--- src/hdl/la_pkg.sv ---
package la_pkg;

    //////////////////////////////////////////////////////////////////////////////
    // Trigger mode
    //////////////////////////////////////////////////////////////////////////////

    // Selects how the capture controller combines the two trigger hits
    typedef enum logic [1:0]
    {
        TRIG_EDGE    = 2'b00,
        TRIG_PATTERN = 2'b01,
        TRIG_BOTH    = 2'b10,
        TRIG_EITHER  = 2'b11
    } trig_mode_t;

    //////////////////////////////////////////////////////////////////////////////
    // Per-channel trigger rules
    //////////////////////////////////////////////////////////////////////////////

    // One channel against its selected edge since the previous valid sample
    function automatic logic edge_agree
    (
        input logic rise_sel,
        input logic fall_sel,
        input logic prev_bit,
        input logic cur_bit
    );
        logic agree;
        case ({rise_sel, fall_sel})
            // Unselected channel never blocks the trigger
            2'b00:   agree = 1'b1;
            2'b10:   agree = !prev_bit && cur_bit;
            2'b01:   agree = prev_bit && !cur_bit;
            // Both selects accept any change
            default: agree = prev_bit ^ cur_bit;
        endcase
        return agree;
    endfunction

    // One channel against the pattern, masked bits always match
    function automatic logic pattern_bit_match
    (
        input logic care_bit,
        input logic value_bit,
        input logic cur_bit
    );
        return !care_bit || (cur_bit == value_bit);
    endfunction

endpackage

--- src/hdl/edge_trigger.sv ---
`timescale 1ns/1ps

module edge_trigger
    import la_pkg::*;
#(
    parameter int SAMPLE_WIDTH = 8
)
(
    input  logic                    clock,
    input  logic                    arm,
    input  logic                    sample_valid,
    input  logic [SAMPLE_WIDTH-1:0] sample_data,
    input  logic [SAMPLE_WIDTH-1:0] rise_select,
    input  logic [SAMPLE_WIDTH-1:0] fall_select,
    output logic                    edge_hit
);

    //////////////////////////////////////////////////////////////////////////////
    // Sample history
    //////////////////////////////////////////////////////////////////////////////

    // Last valid sample seen since arm
    logic [SAMPLE_WIDTH-1:0] prev_sample;
    // Set once the first valid sample after arm has been stored
    logic                    have_prev;
    // Per-channel agreement with the selected edge
    logic [SAMPLE_WIDTH-1:0] agree;

    // History moves only on valid samples
    // Idle cycles between samples do not count as transitions
    always_ff @(posedge clock)
    begin
        if (sample_valid)
        begin
            prev_sample <= sample_data;
        end
    end

    always_ff @(posedge clock or posedge arm)
    begin
        if (arm)
        begin
            have_prev <= 1'b0;
        end
        else if (sample_valid)
        begin
            have_prev <= 1'b1;
        end
    end

    //////////////////////////////////////////////////////////////////////////////
    // Edge detection
    //////////////////////////////////////////////////////////////////////////////

    // Each channel compares itself to its own previous value
    always_comb
    begin
        for (int i = 0; i < SAMPLE_WIDTH; i++)
        begin
            agree[i] = edge_agree(rise_select[i], fall_select[i],
                                  prev_sample[i], sample_data[i]);
        end
    end

    // All channels must agree on the same sample
    // First sample after arm has nothing to compare against
    // With nothing selected every later sample hits
    always_ff @(posedge clock or posedge arm)
    begin
        if (arm)
        begin
            edge_hit <= 1'b0;
        end
        else
        begin
            edge_hit <= sample_valid && have_prev && (&agree);
        end
    end

endmodule

--- src/hdl/pattern_trigger.sv ---
`timescale 1ns/1ps

module pattern_trigger
    import la_pkg::*;
#(
    parameter int SAMPLE_WIDTH = 8
)
(
    input  logic                    clock,
    input  logic                    arm,
    input  logic                    sample_valid,
    input  logic [SAMPLE_WIDTH-1:0] sample_data,
    input  logic [SAMPLE_WIDTH-1:0] pattern_value,
    input  logic [SAMPLE_WIDTH-1:0] pattern_care,
    output logic                    pattern_hit
);

    // Per-channel match under the care mask
    logic [SAMPLE_WIDTH-1:0] match;

    //////////////////////////////////////////////////////////////////////////////
    // Masked comparison
    //////////////////////////////////////////////////////////////////////////////

    always_comb
    begin
        for (int i = 0; i < SAMPLE_WIDTH; i++)
        begin
            match[i] = pattern_bit_match(pattern_care[i], pattern_value[i],
                                         sample_data[i]);
        end
    end

    // Registered so the hit lands on the same cycle as the edge hit
    // An all-zero care mask makes every valid sample a hit
    always_ff @(posedge clock or posedge arm)
    begin
        if (arm)
        begin
            pattern_hit <= 1'b0;
        end
        else
        begin
            // Hit lasts one cycle per judged sample
            pattern_hit <= sample_valid && (&match);
        end
    end

endmodule

--- src/hdl/capture_control.sv ---
`timescale 1ns/1ps

module capture_control
    import la_pkg::*;
#(
    parameter int SAMPLE_WIDTH  = 8,
    parameter int CAPTURE_DEPTH = 16
)
(
    input  logic                    clock,
    input  logic                    arm,
    input  logic                    sample_valid,
    input  logic [SAMPLE_WIDTH-1:0] sample_data,
    input  trig_mode_t              trig_mode,
    input  logic                    edge_hit,
    input  logic                    pattern_hit,
    output logic                    capture_valid,
    output logic [SAMPLE_WIDTH-1:0] capture_data,
    output logic                    triggered,
    output logic                    done
);

    // Counter holds 0 up to CAPTURE_DEPTH
    localparam int CNT_W = $clog2(CAPTURE_DEPTH + 1);
    localparam logic [CNT_W-1:0] LAST_COUNT = CNT_W'(CAPTURE_DEPTH - 1);

    // FSM encoding
    localparam logic [1:0] ST_SEARCH   = 2'd0;
    localparam logic [1:0] ST_CAPTURE  = 2'd1;
    localparam logic [1:0] ST_FINISHED = 2'd2;

    logic [1:0]              state;
    logic [CNT_W-1:0]        count;
    // Sample stream delayed to line up with the trigger hits
    logic                    valid_d;
    logic [SAMPLE_WIDTH-1:0] data_d;
    logic                    qualify;
    logic                    forward;
    logic                    last_forward;

    //////////////////////////////////////////////////////////////////////////////
    // Alignment
    //////////////////////////////////////////////////////////////////////////////

    always_ff @(posedge clock or posedge arm)
    begin
        if (arm)
        begin
            valid_d <= 1'b0;
        end
        else
        begin
            valid_d <= sample_valid;
        end
    end

    always_ff @(posedge clock)
    begin
        if (sample_valid)
        begin
            data_d <= sample_data;
        end
    end

    //////////////////////////////////////////////////////////////////////////////
    // Trigger condition
    //////////////////////////////////////////////////////////////////////////////

    // Both hits refer to the sample now held in data_d
    always_comb
    begin
        case (trig_mode)
            TRIG_EDGE:    qualify = edge_hit;
            TRIG_PATTERN: qualify = pattern_hit;
            TRIG_BOTH:    qualify = edge_hit && pattern_hit;
            TRIG_EITHER:  qualify = edge_hit || pattern_hit;
            default:      qualify = 1'b0;
        endcase
    end

    // Trigger sample while searching, then every aligned sample
    assign forward = valid_d &&
                     (((state == ST_SEARCH) && qualify) || (state == ST_CAPTURE));
    // Count still shows the samples sent before this one
    assign last_forward = (count == LAST_COUNT);

    //////////////////////////////////////////////////////////////////////////////
    // Capture FSM
    //////////////////////////////////////////////////////////////////////////////

    always_ff @(posedge clock or posedge arm)
    begin
        if (arm)
        begin
            state         <= ST_SEARCH;
            count         <= '0;
            capture_valid <= 1'b0;
            triggered     <= 1'b0;
            done          <= 1'b0;
        end
        else
        begin
            capture_valid <= forward;
            // Done rides on the last forwarded sample
            done <= forward && last_forward;
            if (forward)
            begin
                count <= count + CNT_W'(1);
            end
            case (state)
                ST_SEARCH:
                begin
                    if (forward)
                    begin
                        triggered <= 1'b1;
                        // A depth of one finishes on the trigger sample
                        state <= last_forward ? ST_FINISHED : ST_CAPTURE;
                    end
                end
                ST_CAPTURE:
                begin
                    if (forward && last_forward)
                    begin
                        state <= ST_FINISHED;
                    end
                end
                ST_FINISHED:
                begin
                    // Stays here, deaf to input, until the next arm
                    triggered <= 1'b0;
                end
                default:
                begin
                    state <= ST_SEARCH;
                end
            endcase
        end
    end

    // Output payload, loaded only when a sample is sent
    always_ff @(posedge clock)
    begin
        if (forward)
        begin
            capture_data <= data_d;
        end
    end

endmodule

--- src/hdl/la_trigger_top.sv ---
`timescale 1ns/1ps

module la_trigger_top
    import la_pkg::*;
#(
    parameter int SAMPLE_WIDTH  = 8,
    parameter int CAPTURE_DEPTH = 16
)
(
    input  logic                    clock,
    // Arm doubles as the asynchronous reset
    input  logic                    arm,
    input  logic                    sample_valid,
    input  logic [SAMPLE_WIDTH-1:0] sample_data,
    // Configuration, held steady from arm until done
    input  logic [SAMPLE_WIDTH-1:0] rise_select,
    input  logic [SAMPLE_WIDTH-1:0] fall_select,
    input  logic [SAMPLE_WIDTH-1:0] pattern_value,
    input  logic [SAMPLE_WIDTH-1:0] pattern_care,
    input  trig_mode_t              trig_mode,
    output logic                    capture_valid,
    output logic [SAMPLE_WIDTH-1:0] capture_data,
    output logic                    triggered,
    output logic                    done
);

    // Registered hits, one cycle behind the sample strobe
    logic edge_hit;
    logic pattern_hit;

    //////////////////////////////////////////////////////////////////////////////
    // Trigger units
    //////////////////////////////////////////////////////////////////////////////

    edge_trigger #(
        .SAMPLE_WIDTH (SAMPLE_WIDTH)
    ) edge_trigger0 (
        .clock        (clock),
        .arm          (arm),
        .sample_valid (sample_valid),
        .sample_data  (sample_data),
        .rise_select  (rise_select),
        .fall_select  (fall_select),
        .edge_hit     (edge_hit)
    );

    pattern_trigger #(
        .SAMPLE_WIDTH (SAMPLE_WIDTH)
    ) pattern_trigger0 (
        .clock         (clock),
        .arm           (arm),
        .sample_valid  (sample_valid),
        .sample_data   (sample_data),
        .pattern_value (pattern_value),
        .pattern_care  (pattern_care),
        .pattern_hit   (pattern_hit)
    );

    //////////////////////////////////////////////////////////////////////////////
    // Capture controller
    //////////////////////////////////////////////////////////////////////////////

    // Sees the raw stream and aligns it to the hits itself
    capture_control #(
        .SAMPLE_WIDTH  (SAMPLE_WIDTH),
        .CAPTURE_DEPTH (CAPTURE_DEPTH)
    ) capture_control0 (
        .clock         (clock),
        .arm           (arm),
        .sample_valid  (sample_valid),
        .sample_data   (sample_data),
        .trig_mode     (trig_mode),
        .edge_hit      (edge_hit),
        .pattern_hit   (pattern_hit),
        .capture_valid (capture_valid),
        .capture_data  (capture_data),
        .triggered     (triggered),
        .done          (done)
    );

endmodule

--- config.mk ---
export PLATFORM = sky130hd
export DESIGN_NAME = la_trigger_top
export DESIGN_NICKNAME = d
export VERILOG_FILES = /design/src/hdl/la_pkg.sv /design/src/hdl/edge_trigger.sv /design/src/hdl/pattern_trigger.sv /design/src/hdl/capture_control.sv /design/src/hdl/la_trigger_top.sv
export SDC_FILE = /design/constraint.sdc
export NUM_CORES = 1
export LEC_CHECK = 0
export BUFFER_PORTS_ARGS = -buffer_cell sky130_fd_sc_hd__buf_2
export CORE_MARGIN = 3
export CORE_UTILIZATION = 30
export CTS_BUF_LIST = sky130_fd_sc_hd__clkbuf_8 sky130_fd_sc_hd__clkbuf_16
export CTS_CLUSTER_DIAMETER = 200
export CTS_CLUSTER_SIZE = 25
export DETAILED_ROUTE_END_ITERATION = 7
export HOLD_SLACK_MARGIN = 0.03
export PLACE_DENSITY = 0.57
export SETUP_SLACK_MARGIN = 0.2
export SLEW_MARGIN = 15
export SYNTH_ARGS = -nofsm -noshare
export SYNTH_HDL_FRONTEND = slang
export SYNTH_SLANG_ARGS = --single-unit
--- constraint.sdc ---
create_clock -name clock -period 1.6 [get_ports clock]
set_input_delay 0.4 -clock clock [delete_from_list [all_inputs] [get_ports clock]]
set_output_delay 0.4 -clock clock [all_outputs]
set_load 0.02 [all_outputs]
==> key figures <==
Routing
  • Post-DRT Antenna Nets: 0
  • Vias: 1240
  • Vias per inst: 4.38
  • Per-cell routed wire length: 12.8 um
  • WL final: 3630 um
  • Drt first pass iters: 4
  • Drt initial violations: 37
  • Post-route DRC: 0

Timing
  • Max Fclk: 0.661 GHz
  • Setup Viol. Count Final: 0
  • Final-report hold violation count: 0
  • Fin crit share: 94.5%
  • Final min period: 1.51 ns
  • Final Max Slew Viols: 0
  • RSZ-0062 raised after global routing: yes
  • Slew of the pin with the lowest slew margin: 0.547 ns
  • Final setup skew: 0.00379 ns
  • Slew HR: 63.5%

Critical path
  • Slowest library cell on the worst path: dfrtp_1
  • Critical path endpoint category: flip-flop
  • Required @ worst endpoint: 1.76 ns
  • CP arrival: 1.67 ns
  • FF-to-FF Start: pattern_trigger0.pattern_hit$_DFF_PP0_
  • Startpoint Class: flip-flop
  • Crit Path Max Fanout: 7
  • Top delay family on crit path: compound AO/OA/AOI/OAI gates
  • Worst-path cell chain: a21o_1, a221oi_4, nor3b_4, mux2_4
  • Setup CP Type: flip-flop to flip-flop
  • CP max stage delay: 0.42 ns
  • Critical Path Source: pattern_trigger0.pattern_hit$_DFF_PP0_
  • Buf+Inv Stages, Crit Path: 0

Pwr
  • Leakage: 1.13 nW
  • Clock Power Share: 26.0%
  • Worst ir drop on vdd: 0.000356 V
  • Final Power: 2.37 mW
  • Internal power: 1.67 mW
  • Sw power: 699 uW
  • Sw frac: 29.5%
  • Pwr Density: 1060 nW/um^2
  • Gate power share: 28.3%
  • Sequential share of power: 45.7%

CTS
  • Clock slew at reported path FFs: 0.06 ns
  • Inserted Clock Buffers: 5
  • Clock buffer depth: 2
  • Clock Tree Root: clkbuf_8
  • CTS tree: yes
  • Worst skew pair latency: 0.28 ns
  • Sink Count: 30
  • Clock H-tree levels: 2
  • Post-CTS Hold Buffers: 0

Synthesis
  • Yosys reg bits: 30
  • Post-Synthesis Cells: 136
  • Syn_nets: 199
  • Post-Synthesis Cell Area: 1630 um^2
  • Distinct cells, synth: 34
  • Avg Inst Size Synth: 12.0 um^2
  • Synth area leader: edfxtp_1
  • Top cells by area, synth: edfxtp_1 29%, dfrtp_1 22%, ha_1 14%, xor2_1 5.9%, inv_1 4.4%
  • Yosys top cell area share: 29.5%
  • Yosys warns: 0
  • Seq/Total Area, Yosys: 51.0%

Cells and area
  • Most common cell after layout, fill and taps aside: buf_2
  • Commonest cells after routing, fill and taps aside: 55 x buf_2, 20 x inv_1, 18 x ha_1
  • Share of cells above drive strength 1: 39.9%
  • Final-stage net count: 275
  • Synth-to-layout area growth: 37.4%
  • Antenna cells: 0
  • Final Non-Filler Cells: 283

Placed design
  • GPL Wtd Cong: 0.797
  • Hpwl dp: 2940 um
  • DP Cell Count: 272
  • IO buf count: 55

Die
  • Core Box Area: 5170 um^2
  • Top Ports: 56
  • Die ar.: 6350 um^2
  • Initial Util: 31.5%
  • Die X: 79.7 um
  • DIE HEIGHT: 79.7 um
  • Cell Rows: 26

Global routing
  • Pin count of the biggest net entering global routing: 15
  • First-pass GRT wire length: 5850 um
  • Global route overflow: 0
  • Initial antenna violation count: 0
  • Overall routing resource usage: 12.3%
  • Vias in the first global route: 1210

Min path
  • HP Class: input port to asynchronous set/reset pin

Run
  • Max Cap Violations: 0

Status
  • Status: completed
## cell families (layout without fill, tap and decap cells)
kind of cell             after synthesis  after routing  share of synthesized area (%)
buffers and inverters                 19             96                           4.38
adder cells (fa/ha/maj)               18             18                           13.8
AND/OR/NAND/NOR                       33             33                           12.7
flip-flops                            30             30                           51.0
AO/OA/AOI/OAI                         22             22                           10.1
multiplexers                           2              2                           1.54
XOR/XNOR                              12             12                           6.45
## power groups by stage
stage / combinational, mW / clock (mW) / sequential, mW
2_1_floorplan: 0.307 / 0 / 1.13
3_3_place_gp: 0.600 / 0 / 1.10
3_5_place_dp: 0.612 / 0 / 1.09
4_1_cts: 0.646 / 0.634 / 1.08
5_1_grt: 0.752 / 0.675 / 1.10
6_report: 0.669 / 0.615 / 1.08
## per-layer routing
metal  part of all wire, %  vias up  track usage [%]  wire (um)
li1                      -      642                -          -
met1                    47      550             16.3       1710
met2                    43       43             17.9       1550
met3                   9.0        5             5.87        326
met4                   1.0        0             3.09         38
met5                     0        -                0          0
## through the flow
stage                     hold WS [ns]  util, %  setup WS, ns  area (um^2)  setup TNS, ns
final                            0.155     43.3        0.0873         2240              0
after global routing             0.214     43.3       0.00654         2240              0
after CTS                        0.182     42.9        0.0766         2220              0
after detailed placement         0.458     40.2       -0.0433         2080         -0.393
after global placement           0.454     40.2       -0.0534         2080         -0.207
after floorplan                  0.289        -        0.0175         1640              0
## worst paths after layout
path | slack (ns) | cells after the start | end
worst max register to register | 0.09 | 4 | capture_control0.count[1]$_DFFE_PP0P_
min in group clock | 0.35 | 1 | capture_control0.data_d[6]$_DFFE_PP_
worst max-delay path | 0.09 | 4 | capture_control0.count[1]$_DFFE_PP0P_
max in group asynchronous | 1.08 | 2 | capture_control0.state[0]$_DFFE_PP0P_
worst min register to register | 0.46 | 1 | capture_control0.count[3]$_DFFE_PP0P_
worst min-delay path | 0.16 | 2 | capture_control0.capture_valid$_DFF_PP0_
## synthesized netlist by cell type (all sizes together)
| cell type | instances |
|---|---|
| a211oi | 1 |
| a21o | 2 |
| a221oi | 2 |
| a222oi | 2 |
| a22o | 1 |
| a22oi | 4 |
| a2bb2oi | 1 |
| and2 | 1 |
| and3 | 3 |
| and4 | 1 |
| and4bb | 1 |
| dfrtp | 14 |
| edfxtp | 16 |
| ha | 18 |
| inv | 19 |
| mux2 | 1 |
| mux2i | 1 |
| nand2 | 9 |
| nand3 | 1 |
| nand4 | 1 |
| nor2 | 2 |
| nor2b | 1 |
| nor3b | 9 |
| nor4 | 2 |
| nor4b | 1 |
| o211ai | 1 |
| o21ai | 7 |
| o21bai | 1 |
| or2 | 1 |
| xnor2 | 1 |
| xor2 | 11 |
## sequential cells by signal (all words and copies together), names as in the netlist
register,flops
capture_control0.capture_data,8
capture_control0.data_d,8
capture_control0.count,5
capture_control0.state,2
capture_control0.capture_valid,1
capture_control0.done,1
capture_control0.triggered,1
capture_control0.valid_d,1
edge_trigger0.edge_hit,1
edge_trigger0.have_prev,1
pattern_trigger0.pattern_hit,1
## what timing repair did
action / CTS / global route
buffers inserted: 2 / 1
pin swaps: 8 / 3
setup endpoints to repair: 17 / 17
gates resized for setup: 6 / 3
endpoints found under the hold margin: 0 / 0
## area by class of cell
class,instances,area (um^2)
Sequential cell,30,831
Multi-Input combinational cell,87,769
Inverter,19,71.3
Clock inverter,2,8.76
Fill cell,500,2930
Timing Repair Buffer,69,388
Clock buffer,6,82.6
Tap cell,70,87.6
No activity file was read; power rests on OpenSTA's default activity.
